`config.mk`:
```
export PLATFORM = sky130hd
export DESIGN_NAME = l1v_line_state
export DESIGN_NICKNAME = d
export VERILOG_FILES = /design/src/hdl/l1v_pkg.sv /design/src/hdl/l1v_line_state.sv
export SDC_FILE = /design/constraint.sdc
export NUM_CORES = 1
export LEC_CHECK = 0
export ABC_AREA = 1
export BUFFER_PORTS_ARGS = -buffer_cell sky130_fd_sc_hd__buf_2
export CAP_MARGIN = 20
export CORE_UTILIZATION = 25
export CTS_CLUSTER_DIAMETER = 80
export DETAILED_ROUTE_END_ITERATION = 16
export PLACE_DENSITY_LB_ADDON = 0.05
export SYNTH_ARGS = -nofsm -noshare
export SYNTH_HDL_FRONTEND = slang
export SYNTH_SLANG_ARGS = --single-unit
```
`constraint.sdc`:
```
create_clock -name clk_i -period 2.2 [get_ports clk_i]
set_clock_uncertainty 0.1 [all_clocks]
set_input_delay 0.44 -clock clk_i [delete_from_list [all_inputs] [get_ports clk_i]]
set_output_delay 0.44 -clock clk_i [all_outputs]
set_load 0.05 [all_outputs]
```
`src/hdl/l1v_pkg.sv`:
```
package l1v_pkg;

    // Front side word and back side block
    localparam int ADDR_BITS   = 32;
    localparam int DATA_BITS   = 32;
    localparam int DATA_BYTES  = DATA_BITS / 8;
    localparam int BLOCK_BITS  = 128;
    localparam int OFFSET_BITS = $clog2(BLOCK_BITS / 8);

    // Geometry used when the top level is not overridden
    localparam int DEFAULT_WAYS = 4;
    localparam int DEFAULT_ROWS = 16;

    typedef logic [ADDR_BITS-1:0]  addr_t;
    typedef logic [DATA_BITS-1:0]  data_t;
    typedef logic [DATA_BYTES-1:0] mask_t;
    typedef logic [BLOCK_BITS-1:0] block_t;

    // Controller FSM
    typedef enum logic [2:0] {
        ST_IDLE,
        ST_TAG_READ,
        ST_TAG_WAIT,
        ST_LOOKUP,
        ST_WRITEBACK,
        ST_FILL_REQ,
        ST_FILL_WAIT,
        ST_RESPOND
    } ctrl_state_e;

endpackage

```
`src/hdl/l1v_line_state.sv`:
```
`timescale 1ns/1ps

module l1v_line_state #(
    parameter int NUM_WAYS = l1v_pkg::DEFAULT_WAYS,
    parameter int NUM_ROWS = l1v_pkg::DEFAULT_ROWS,
    localparam int ROW_BITS = $clog2(NUM_ROWS),
    localparam int WAY_BITS = $clog2(NUM_WAYS)
) (
    input  logic                clk_i,
    input  logic                rstn_i,
    input  logic [ROW_BITS-1:0] row_i,
    input  logic [WAY_BITS-1:0] way_i,
    input  logic                set_valid_i,
    input  logic                set_dirty_i,
    input  logic                clear_dirty_i,
    output logic [NUM_WAYS-1:0] valid_o,
    output logic [NUM_WAYS-1:0] dirty_o,
    output logic [WAY_BITS-1:0] victim_way_o
);

    logic [NUM_WAYS-1:0] valid_q [NUM_ROWS];
    logic [NUM_WAYS-1:0] dirty_q [NUM_ROWS];
    logic [WAY_BITS-1:0] rr_q;
    logic [WAY_BITS-1:0] free_way;
    logic                free_found;

    assign valid_o = valid_q[row_i];
    assign dirty_o = dirty_q[row_i];

    // Lowest invalid way wins, scanning down so way 0 ends last
    always_comb begin
        free_way   = '0;
        free_found = 1'b0;
        for (int w = NUM_WAYS - 1; w >= 0; w--) begin
            if (!valid_o[w]) begin
                free_way   = WAY_BITS'(w);
                free_found = 1'b1;
            end
        end
    end

    assign victim_way_o = free_found ? free_way : rr_q;

    always_ff @(posedge clk_i) begin
        if (!rstn_i) begin
            for (int r = 0; r < NUM_ROWS; r++) begin
                valid_q[r] <= '0;
                dirty_q[r] <= '0;
            end
            rr_q <= '0;
        end else begin
            // Free-running round robin over the ways
            rr_q <= (rr_q == WAY_BITS'(NUM_WAYS - 1)) ? '0 : rr_q + 1'b1;
            if (set_valid_i) begin
                valid_q[row_i][way_i] <= 1'b1;
            end
            if (set_dirty_i) begin
                dirty_q[row_i][way_i] <= 1'b1;
            end else if (clear_dirty_i) begin
                dirty_q[row_i][way_i] <= 1'b0;
            end
        end
    end

endmodule

```
======== After elaboration in Yosys (flattened, before gate mapping) ========
Memory sizes are Yosys's and may differ from the RTL's.
Cells that the tools add are included.
storage, ports and cells
  input bits .............................. 11
  memories kept ........................... 2
  memory bits (writable) .................. 128
  output and inout port bits .............. 10
  register bits ........................... 2
  word-level logic and storage cells ...... 48
memory list
  memory   depth  width  read ports  clocked after memory_dff  write ports  line                  RTL
  dirty_q  16     4      1           0                         16           l1v_line_state.sv:22  logic [NUM_WAYS-1:0] dirty_q [NUM_ROWS];
  valid_q  16     4      1           0                         16           l1v_line_state.sv:21  logic [NUM_WAYS-1:0] valid_q [NUM_ROWS];
operators by class
  order comparisons ....................... 2
  reduce and logical (&&, ||, !) cells .... 4
  muxes and demuxes ....................... 32
  bitwise logic cells ..................... 5
  add/subtract/negate cells ............... 1
  equality and inequality tests ........... 1
operators by type and width
  operator               count
  $mux W4                9
  $mux W1                17
  $mux W2                5
  $reduce_or A4 Y1       2
  $or A1 B1 Y1           4
  $lt A2 B3 Y1 const B   1
  $add A2 B1 Y2 const B  1
  $demux W1 S2           1
  $eq A2 B2 Y1 const B   1
  $ge A2 B1 Y1 const B   1
  $reduce_or A2 Y1       1
  $logic_and A1 B1 Y1    1
  $not A1 Y1             1

======== Depth between registers and ports, before layout ========
Gate-level depths: netlist of run 1.
  depth in word-level cells ............... 8
  mapped depth ............................ 13
  mapped depth without buffers ............ 12

======== Worst setup path before layout of run 1 ========
Ideal clock, no wire load.
  kind .................................... input to output
  start point ............................. in row_i[1]
  end point ............................... out victim_way_o[0]
  slack ................................... -775 ps
  arrival ................................. 2435 ps
  cell stages on the path ................. 11
  cell sequence ........................... buf_4 inv_4 nor2_4 buf_4 a21oi_1 nand2_1 nand2_1 nand2_1 inv_1 nand2_1 a21oi_1
RTL lines
  what                                             line                  RTL
  start: declaration                               l1v_line_state.sv:11  input logic [ROW_BITS-1:0] row_i,
  $mem_v2 Z16 W4 (*)                               -
  named net valid_o[1]                             l1v_line_state.sv:16  output logic [NUM_WAYS-1:0] valid_o,
  $mux W2 or $mux W1 (tied branches) (2 in a row)  l1v_line_state.sv:35  if (!valid_o[w]) begin
  $mux W2 (*)                                      l1v_line_state.sv:42  assign victim_way_o = free_found ? free_way : rr_q;
  end: declaration                                 l1v_line_state.sv:18  output logic [WAY_BITS-1:0] victim_way_o
Mark *: on every way through the listed nets, which the timed path passes. The rest lies on a longest branch.

======== Worst setup path in the final report of run 1 ========
  start point ............................. in row_i[0]
  end point ............................... out victim_way_o[1]
on the way
  word-level cells in the longest chain between the ends .. 6
RTL lines
  what                                             line
  $mem_v2 Z16 W4 (*)                               -
  $mux W2 or $mux W1 (tied branches) (4 in a row)  l1v_line_state.sv:35
  $mux W2 (*)                                      l1v_line_state.sv:42
Every way passes the cells marked *; elsewhere a longest branch is shown, timed or not.

==> results of run 1 <==
[final cells by class]
cell class	instances	area (µm²)	area share (%)
Tap cell	324	405	4.98
Clock inverter	12	119	1.46
Inverter	109	434	5.33
Sequential cell	130	3250	39.8
Clock buffer	20	480	5.90
Multi-Input combinational cell	453	2520	31.0
Timing Repair Buffer	99	938	11.5
[layout by cell type (no fill, tap or decap), drive strengths merged, types with 9 or more instances in the layout]
cell    Yosys  final
o21ai     102    102
o22ai      45     45
nand4      20     20
dfxtp      66     66
buf        21     99
nor2       39     39
nand2     153    153
nand3      21     21
edfxtp     64     64
nor3       27     27
a21oi       9      9
a22oi      35     35
inv       107    112
clkbuf     29     20
[power by group through the flow]
stage / clock [mW] / sequential, mW / combinational, mW
5_1_grt: 3.03 / 2.66 / 0.685
2_1_floorplan: 0 / 2.68 / 0.321
4_1_cts: 2.94 / 2.65 / 0.621
6_report: 2.89 / 2.65 / 0.629
3_5_place_dp: 0 / 2.69 / 0.568
3_3_place_gp: 0 / 2.69 / 0.564
[worst max-delay path: cells and delay by family]
family,cells,cell delay [ps]
buffers and inverters,5,580
AND/OR/NAND/NOR,5,450
AO/OA/AOI/OAI,2,240
[repair_timing]
action,CTS,global route
setup buffers,0,2
setup endpoints to repair,10,10
resized for setup,61,44
pin swaps,5,15
gates cloned,1,0
[worst min-delay path by stage]
stage / endpoint / cells past startpoint / slack, ps
after global placement: valid_q[6][2] / 2 / 340
final: valid_q[5][3] / 2 / 350
after CTS: valid_q[2][1] / 2 / 360
after floorplan: valid_q[10][1] / 2 / 330
after detailed placement: valid_q[6][2] / 2 / 340
after global routing: valid_q[5][3] / 2 / 380
[through the flow]
| stage | instances | setup slack (ps) | hold slack (ps) | setup TNS (ps) |
|---|---|---|---|---|
| after floorplan | 742 | -344 | 325 | -767 |
| after global placement | 1112 | -323 | 337 | -2050 |
| after detailed placement | 1112 | -326 | 345 | -2110 |
| after CTS | 1145 | -92.0 | 358 | -225 |
| after global routing | 1147 | -149 | 375 | -642 |
| final | 1147 | -70.8 | 351 | -191 |
[kinds of logic after synthesis]
kind of cell	count (synthesis)
buffers and inverters	159
adders and majority gates	1
AOI/OAI and AO/OA	191
and+or+nand+nor	261
DFF	130
[layer usage]
layer / vias to the layer above / GRT usage (%) / part of all wire [%]
met5: - / 0 / 0
met4: 0 / 6.08 / 1.7
met3: 21 / 2.37 / 2.4
met2: 98 / 29.0 / 49
met1: 2605 / 23.0 / 47
li1: 2672 / - / -
[sequential cells by signal, summed over array words and instances (netlist names)]
| signal | count |
|---|---|
| valid_q | 64 |
| dirty_q | 64 |
| rr_q | 2 |
==> summary.md, run 1 <==
| Metric | Value |
|---|---|
| Switch Pwr | around 1.6 mW |
| Comb power frac | around a tenth |
| Max-slew headroom | roughly 55% |
| Post-synth EDFFs | 64 |
| Root Buffer | clkbuf_16 |
| Power Internal | between 4 and 5 mW |
| Post-DP Area | approximately 7100 µm² |
| Final worst slack | -70.8 ps |
| Avg WL per Cell | approximately 19 µm |
| Synth Cell Area | approximately 6000 µm² |
| Critical path endpoint category | output port |
| Mapped Cells | ~740 |
| Unrepaired setup endpoints after global routing | yes |
| Area delta synth->final | 31.9% |
| Post-Synth Adder-Cell Area | 0.203% |
| I/O Pins | 21 |
| CP arrival | between 1500 and 2000 ps |
| Worst Max-Slew Pin Slew | approximately 670 ps |
| Crit Path Max Fanout | 7 |
| Vias in the first global route | 5438 |
| Fin crit share | 103% |
| Post-synth top area cell | edfxtp_1 |
| Synth top area share | a little under a third |
| Share of layout cells above drive strength 1 | 25.3% |
| Top post-synthesis cells by area | edfxtp_1 (31%), dfxtp_1 (21%), nand2_1 (9.0%) |
| Largest family of logic cells by synthesized area | simple AND/OR/NAND/NOR gates |
| Die W | between 150 and 200 µm |
| Core Region | approximately 24000 µm² |
| Total nets after synthesis | between 700 and 800 |
| Sw Ratio | a little over a quarter |
| Syn_area_per_cell | approximately 8.3 µm² |
| Cell depth of the worst flop-to-flop path | 2 |
| Slowest cell on the critical path | buf_8 |
| Main synth FF type | dfxtp_1 |
| Final Power | between 6 and 7 mW |
| Max Cap Viol | 0 |
| Clk_lat worst skew | approximately 420 ps |
| Setup violators final | 4 |
| Ys async rst share | 0% |
| Clock Tree Buf Depth | 2 |
| Die height | about 160 µm |
| Initial antenna violation count | 1 |
| Drt initial violations | ~390 |
| Yosys reg bits | 130 |
| Compound-Gate Fraction of Synth Area | approximately 18% |
| Synth warn | 0 |
| Fillers | ~2600 |
| Clk pin slew, worst setup/hold paths | ~60 ps |
| Final hold violations | 0 |
| Synth cell count leaders | nand2_1 (148), inv_1 (97), o21ai_0 (86) |
| Cells along the critical path | buf_12 > buf_8 > nand2_8 > buf_4 > o22ai_1 > o21ai_0 > nand2_1 > inv_1 > nand2_4 > nand2_1 > nor2_4 > buf_8 |
| Slew Limit Fails | 0 |
| Hold path start | valid_q[5][3] |
| Max stage delay on crit path | roughly 150 ps |
| Failing checks | negative setup slack |
| R2R Path Start | rr_q[1] |
| Htree depth | 4 |
| Antenna viol nets, final | 0 |
| CP Launch Type | input port |
| First-pass GRT wire length | about 33000 µm |
| WS Path Type | input port to output port |
| Post-DP HPWL | 14500 µm |
| GRT overflow | 0 |
| Clk pwr share | 46.8% |
| Status | complete, but fails checks |
| Post-Synth Simple-Gate Area | a little under a fifth |
| Fmax | 440 MHz |
| Final min period | 2270 ps |
| Top-count cell post-synth | nand2_1 |
| Die footprint | between 20000 and 30000 µm² |
| # hold bufs at CTS | 0 |
| TritonCTS Buffers | 17 |
| WL final | 21200 µm |
| Total GRT Usage | 17.4% |
| Row count | 57 |
| Post-route core utilization | 33.6% |
| R2R setup slack | approximately 1200 ps |
| Number of port buffers | 20 |
| CTS tree | built |
| Post-synthesis mux area share | 0% |
| Via density | around 4.7 |
| Worst Setup EP | victim_way_o[1] |
| Number of library cell types mapped by synthesis | 28 |
| Final Cell Area | between 8000 and 9000 µm² |
| Critical path required time | ~1700 ps |
| HP Class | flop to flop |
| # DRC | 0 |
| Vias | ~5400 |
| Leak | between 3 and 4 nW |
| Drt first pass iters | 7 |
| Nets | about 820 |
| XOR/XNOR share of the synthesized area | 0% |
| Register area share after synthesis | between 50 and 60% |
| Sequential share of power | 43.0% |
| PD cells | approximately 760 nW/µm² |
| Clk sinks | 130 |
| GPL Wtd Cong | about 0.73 |
| Reg-to-Reg End | rr_q[1] |
| Initial Util | 25.5% |
| Max VDD drop | around 400 µV |
| Crit path from | row_i[0] |
| Largest net degree at the start of global routing | 95 |
| Diode count | 0 |
(Power assumes the default switching activity.)
==> run 2, diff against run 1 <==
--- a/config.mk
+++ b/config.mk
@@ -15,3 +15,4 @@
 export SYNTH_ARGS = -nofsm -noshare
 export SYNTH_HDL_FRONTEND = slang
 export SYNTH_SLANG_ARGS = --single-unit
+export TNS_END_PERCENT = 1
==> constraint.sdc (replaced) <==
create_clock -name clk_i -period 2.37 [get_ports clk_i]
set_clock_uncertainty 0.1 [all_clocks]
set_input_delay 0.474 -clock clk_i [delete_from_list [all_inputs] [get_ports clk_i]]
set_output_delay 0.474 -clock clk_i [all_outputs]
set_load 0.05 [all_outputs]
==> run 2 against run 1 <==
Compared with the run above: the run now ends clean; clock power decreased by 9.0%; critical path depth increased by 2; sequential cell count unchanged; cell count about the same; largest cell class unchanged.
==> summary.md, run 2 (synthesized netlist as in run 1, its figures left out) <==
| Metric | Value |
|---|---|
| Global Route met1 Usage | 23.4% |
| Max VDD drop | ~380 µV |
| Area delta synth->final | 29.9% |
| Dpl ws | -192 ps |
| Grt met3 use | 3.28% |
| Vias | between 5000 and 6000 |
| Post-route core utilization | 33.1% |
| Max Cap Viol | 0 |
| Leak | about 3.2 nW |
| I/O Pins | 21 |
| Clk pin slew, worst setup/hold paths | ~60 ps |
| Post-DP HPWL | ~15000 µm |
| Largest net degree at the start of global routing | between 50 and 60 |
| Area taken by multi-input logic gates | 2470 µm² |
| Die height | 159 µm |
| Drt first pass iters | 5 |
| Antenna viol nets, final | 0 |
| Met2 Usage GRT | between 20% and 30% |
| Top flop regs | dirty_q x64, valid_q x64, rr_q x2 |
| Number of port buffers | 20 |
| Die footprint | about 25000 µm² |
| R2R Path Start | rr_q[1] |
| Row count | 57 |
| PD cells | between 700 and 800 nW/µm² |
| Fin crit share | about 100% |
| Commonest non-fill, non-tap cells in the layout | nand2_1 (140), inv_1 (95), o21ai_0 (83), buf_4 (68), dfxtp_1 (66) |
| Final min period | roughly 2400 ps |
| Core Region | ~24000 µm² |
| Htree depth | 4 |
| Fillers | between 2000 and 3000 |
| R2R setup slack | 1390 ps |
| Clock Tree Buf Depth | 2 |
| Cell depth of the worst flop-to-flop path | 2 |
| Share of layout cells above drive strength 1 | a little under a quarter |
| Worst Max-Slew Pin Slew | 732 ps |
| Total GRT Usage | between 15 and 20% |
| # DRC | 0 |
| Slew Limit Fails | 0 |
| Crit Path Max Fanout | 6 |
| Initial Util | ~25% |
| WL final | ~21000 µm |
| Avg WL per Cell | 18.7 µm |
| HP Class | flop to flop |
| Top Usage Layer GRT | met2 |
| Max-slew headroom | 51.1% |
| Diode count | 0 |
| Final Non-Filler Cells | 1146 |
| First-pass GRT wire length | approximately 33000 µm |
| Final hold violations | 0 |
| Critical path endpoint category | output port |
| Drt initial violations | approximately 430 |
| Commonest non-fill, non-tap cell in the layout | nand2_1 |
| Unrepaired setup endpoints after global routing | yes |
| CP Launch Type | input port |
| Vias in the first global route | ~5600 |
| Hold path start | valid_q[1][2] |
| Reg area | around 3200 µm² |
| TritonCTS Buffers | 17 |
| Reg-to-Reg End | rr_q[1] |
| GPL Wtd Cong | around 0.76 |
| Status | finished clean |
| Clk sinks | 130 |
| Hold Path Cell Cnt | 2 |
| Final worst slack | roughly 8.4 ps |
| Nets | roughly 820 |
| Inst Count DP | ~1100 |
| Via density | 4.72 |
| Root Buffer | clkbuf_16 |
| Fmax | 423 MHz |
| TNS Setup | 0 ps |
| Die W | ~160 µm |
| Clk_lat worst skew | 420 ps |
| Initial antenna violation count | 0 |
| Critical path required time | 1800 ps |
| Hold endpoint | valid_q[1][2] |
| CP arrival | 1790 ps |
| GRT overflow | 0 |
| # hold bufs at CTS | 0 |
| WS Path Type | input port to output port |
| CTS tree | built |
| Setup violators final | 0 |
==> run 2: cell count changes in the layout (fill, tap and decap cells not counted), moves of 4 or more <==
| cell | previous run | this run |
|---|---|---|
| a22oi_1 | 14 | 21 |
| a22oi_2 | 21 | 14 |
| clkbuf_8 | 0 | 5 |
| clkinv_4 | 5 | 0 |
| buf_4 | 64 | 68 |
| buf_6 | 12 | 8 |
| buf_8 | 5 | 1 |
| clkbuf_1 | 0 | 4 |
==> run 2: per-stage QoR <==
stage,hold slack (ps),total power [mW],cell area [µm²]
2_1_floorplan,325,2.78,6200
3_3_place_gp,338,3.02,7120
3_5_place_dp,344,3.03,7120
4_1_cts,357,5.72,7910
5_1_grt,380,5.85,8020
6_report,353,5.66,8020
==> run 2: layer usage <==
layer	up-vias	part of all wire [%]
li1	2666	-
met4	0	1.1
met3	20	2.5
met2	86	49
met1	2638	48
met5	-	0
==> run 2: worst max-delay path, cell delays in order <==
cell	delay (ps)
buf_12	110
buf_12	140
nor2_4	180
buf_6	150
a21oi_2	50
nand2_1	60
nand2_1	50
nand2_1	60
inv_1	40
nand2_2	100
nand2_2	80
nor2_4	120
nor2_4	40
buf_8	140
==> run 2: cell type report <==
type / count / share of cell area [%]
sequential: 130 / 40.4
multi-input combinational: 453 / 30.8
timing repair buffer: 99 / 11.2
clock buffer: 27 / 6.66
inverter: 109 / 5.27
tap: 324 / 5.06
clock inverter: 4 / 0.577
==> run 2: what timing repair did <==
| item | CTS | global route |
|---|---|---|
| pin swaps | 6 | 11 |
| endpoints found under the setup margin | 8 | 8 |
| setup buffers | 2 | 0 |
| gates resized for setup | 40 | 28 |
| cloned | 1 | 0 |
==> run 2: worst max-delay path by stage <==
stage / startpoint / to / slack, ps / cells after the start
global route: row_i[0] / victim_way_o[1] / -100 / 14
floorplan: row_i[0] / victim_way_o[1] / -240 / 11
CTS: row_i[0] / dirty_o[0] / 10 / 10
finish: row_i[0] / victim_way_o[1] / 8 / 14
detailed placement: row_i[0] / victim_way_o[0] / -190 / 12
global placement: row_i[0] / victim_way_o[0] / -170 / 11
==> run 2: where the power goes <==
group | switching (mW) | internal, mW | total (mW) | leakage, nW
sequential | 0.0312 | 2.43 | 2.46 | 1.14
combinational | 0.371 | 0.200 | 0.571 | 1.76
clock | 0.988 | 1.64 | 2.63 | 0.289
total | 1.39 | 4.27 | 5.66 | 3.19
==> run 3, diff against run 2 <==
--- a/config.mk
+++ b/config.mk
@@ -5,7 +5,7 @@
 export SDC_FILE = /design/constraint.sdc
 export NUM_CORES = 1
 export LEC_CHECK = 0
-export ABC_AREA = 1
+export ABC_AREA = 0
 export BUFFER_PORTS_ARGS = -buffer_cell sky130_fd_sc_hd__buf_2
 export CAP_MARGIN = 20
 export CORE_UTILIZATION = 25
==> run 3 against run 2 <==
Compared with the run above: global-route usage fell by 1.4 points; fmax fell by 16%; largest cell class unchanged; the run now ends with negative setup slack left; power shrank 1.3%; worst setup slack worse by 430 ps; via count fell by 19%; clock power barely moved.
==> summary.md, run 3 <==
| Metric | Value |
|---|---|
| Leak | about 2.5 nW |
| Avg WL per Cell | between 20 and 25 µm |
| Area delta synth->final | 29.2% |
| Slew Limit Fails | 0 |
| Cells along the critical path | buf_6 > buf_12 > buf_12 > mux4_2 > a22oi_2 > nand3_4 > o21a_1 > a22o_4 > buf_6 |
| Vias | 4364 |
| Fmax | about 360 MHz |
| Slowest cell on the critical path | mux4_2 |
| Final Power | about 5.6 mW |
| First-pass GRT wire length | around 28000 µm |
| Initial antenna violation count | 0 |
| Total nets after synthesis | roughly 550 |
| Die W | about 150 µm |
| Root Buffer | clkbuf_16 |
| I/O Pins | 21 |
| WS Path Type | input port to output port |
| Worst Max-Slew Pin Slew | 630 ps |
| GPL Wtd Cong | 0.720 |
| Setup violators final | 10 |
| Critical path endpoint category | output port |
| Nets | about 620 |
| Commonest non-fill, non-tap cell in the layout | o21ai_0 |
| Synth top area share | about 33% |
| Largest delay share family, worst path | compound AO/OA/AOI/OAI gates |
| Max Cap Viol | 0 |
| Final Cell Area | between 7000 and 8000 µm² |
| Inst Count DP | approximately 860 |
| Max VDD drop | ~500 µV |
| Number of port buffers | 20 |
| Max-slew headroom | between 50 and 60% |
| GRT overflow | 0 |
| Final worst slack | -425 ps |
| CP arrival | between 2000 and 2500 ps |
| Die height | between 150 and 200 µm |
| Comb power frac | a little under a tenth |
| Clk pin slew, worst setup/hold paths | 50 ps |
| Switch Pwr | between 1 and 1.5 mW |
| Number of library cell types mapped by synthesis | 28 |
| Yosys reg bits | 130 |
| CTS tree | built |
| Row count | 55 |
| Initial Util | 25.5% |
| TritonCTS Buffers | 17 |
| Vias in the first global route | 4332 |
| Synth Cell Area | approximately 5800 µm² |
| # DRC | 0 |
| Sw Ratio | between 20 and 25% |
| Share of layout cells above drive strength 1 | ~28% |
| Total GRT Usage | ~16% |
| Final min period | about 2800 ps |
| Crit Path Max Fanout | 8 |
| Fin crit share | 118% |
| CP Launch Type | input port |
| Clock Tree Buf Depth | 2 |
| WL final | between 15000 and 20000 µm |
| Synth warn | 0 |
| Drt first pass iters | 4 |
| Antenna viol nets, final | 0 |
| Htree depth | 4 |
| Final Non-Filler Cells | 901 |
| Top post-synthesis cells by area | edfxtp_1 (33%), dfxtp_1 (23%), mux4_2 (14%) |
| Syn_area_per_cell | around 11 µm² |
| Diode count | 0 |
| Failing checks | negative setup slack |
| Clk pwr share | 46.9% |
| Register area share after synthesis | between 50% and 60% |
| Power Internal | approximately 4.3 mW |
| Final hold violations | 0 |
| HP Class | flop to flop |
| Ys async rst share | 0% |
| Post-synth EDFFs | 64 |
| Clk_lat worst skew | 420 ps |
| Commonest non-fill, non-tap cells in the layout | o21ai_0 (128), nand2_1 (79), buf_4 (72), nor2_1 (69), dfxtp_1 (66) |
| Critical path required time | 1800 ps |
| Unrepaired setup endpoints after global routing | yes |
| PD cells | approximately 750 nW/µm² |
| Status | complete, but fails checks |
| Largest net degree at the start of global routing | between 100 and 150 |
| Sequential share of power | 43.9% |
| Clk sinks | 130 |
| Core Region | roughly 23000 µm² |
| Synth cell count leaders | o21ai_0 (128), nand2_1 (79), nor2_1 (69) |
| Worst Path Buf+Inv | 4 |
| Top flop regs | dirty_q x64, valid_q x64, rr_q x2 |
| Die footprint | 23700 µm² |
| Max stage delay on crit path | 520 ps |
| Post-synth top area cell | edfxtp_1 |
| Post-DP Area | ~6700 µm² |
| Main synth FF type | dfxtp_1 |
| Mapped Cells | 541 |
| Drt initial violations | 332 |
| Hold WS | about 350 ps |
| Via density | 4.84 |
| R2R setup slack | 1400 ps |
| Post-DP HPWL | 12200 µm |
| Top-count cell post-synth | o21ai_0 |
run 3: changes by cell type in the layout (fill, tap and decap cells not counted), sizes merged, moves of 6 or more:
cell / delta
nand2: -74
a22oi: -33
o21ai: +27
mux4: +36
a21oi: -7
inv: -106
nor2: +30
nor2b: +6
o22ai: -45
nand4: -17
nor3: -27
run 3: power by group through the flow:
stage	Clock [mW]	Sequential (mW)	Combinational, mW
finish	2.62	2.45	0.510
global route	2.79	2.46	0.548
CTS	2.68	2.45	0.499
detailed placement	0	2.50	0.477
global placement	0	2.50	0.472
floorplan	0	2.49	0.292
run 3: layer usage:
metal / global-route usage (%) / vias to the layer above / wire length [µm]
met3: 3.78 / 19 / 513
met5: 0 / - / 0
met2: 25.2 / 74 / 8570
li1: - / 2071 / -
met4: 4.76 / 0 / 216
met1: 22.5 / 2200 / 9090
run 3: worst min-delay path, delay by kind of cell (launching register included):
kind | cells | cell delay (ps)
flops | 1 | 320
simple gates | 1 | 40
compound gates | 1 | 50
run 3: cells by family (layout without fill, tap and decap cells):
family	Yosys count	count (layout)	share of synthesized area (%)
compound gates	138	138	12.3
fa+ha+maj	1	1	0.217
buf+inv	57	132	4.29
flops	130	130	56.2
mux	38	38	14.4
simple gates	177	177	12.5
run 3: layout make-up:
type                            count  area, µm²
Fill cell                        2298      15200
Sequential cell                   130       3240
Multi-Input combinational cell    354       2350
Timing Repair Buffer              101        905
Clock buffer                       26        542
Tap cell                          285        357
Clock inverter                      3       41.3
Inverter                            2       8.76
run 3: final timing paths:
kind / startpoint / depth (start not counted) / end
setup / recovery: row_i[0] / 9 / victim_way_o[0]
hold / removal: valid_q[11][3] / 2 / valid_q[11][3]
setup reg to reg: rr_q[0] / 2 / rr_q[1]
hold reg to reg: valid_q[11][3] / 2 / valid_q[11][3]
run 3: repair_timing:
action | in CTS | in global routing
setup endpoints to repair | 10 | 10
hold buffers | 0 | 0
pin swaps | 4 | 3
resized for setup | 22 | 8
setup buffers | 0 | 9
run 3: through the flow:
stage	utilization [%]	setup WS (ps)	TNS (ps)
4_1_cts	32.4	-407	-3300
2_1_floorplan	-	-240	-1330
3_5_place_dp	29.5	-468	-5270
6_report	32.9	-425	-3380
3_3_place_gp	29.5	-452	-4920
5_1_grt	32.9	-460	-3850
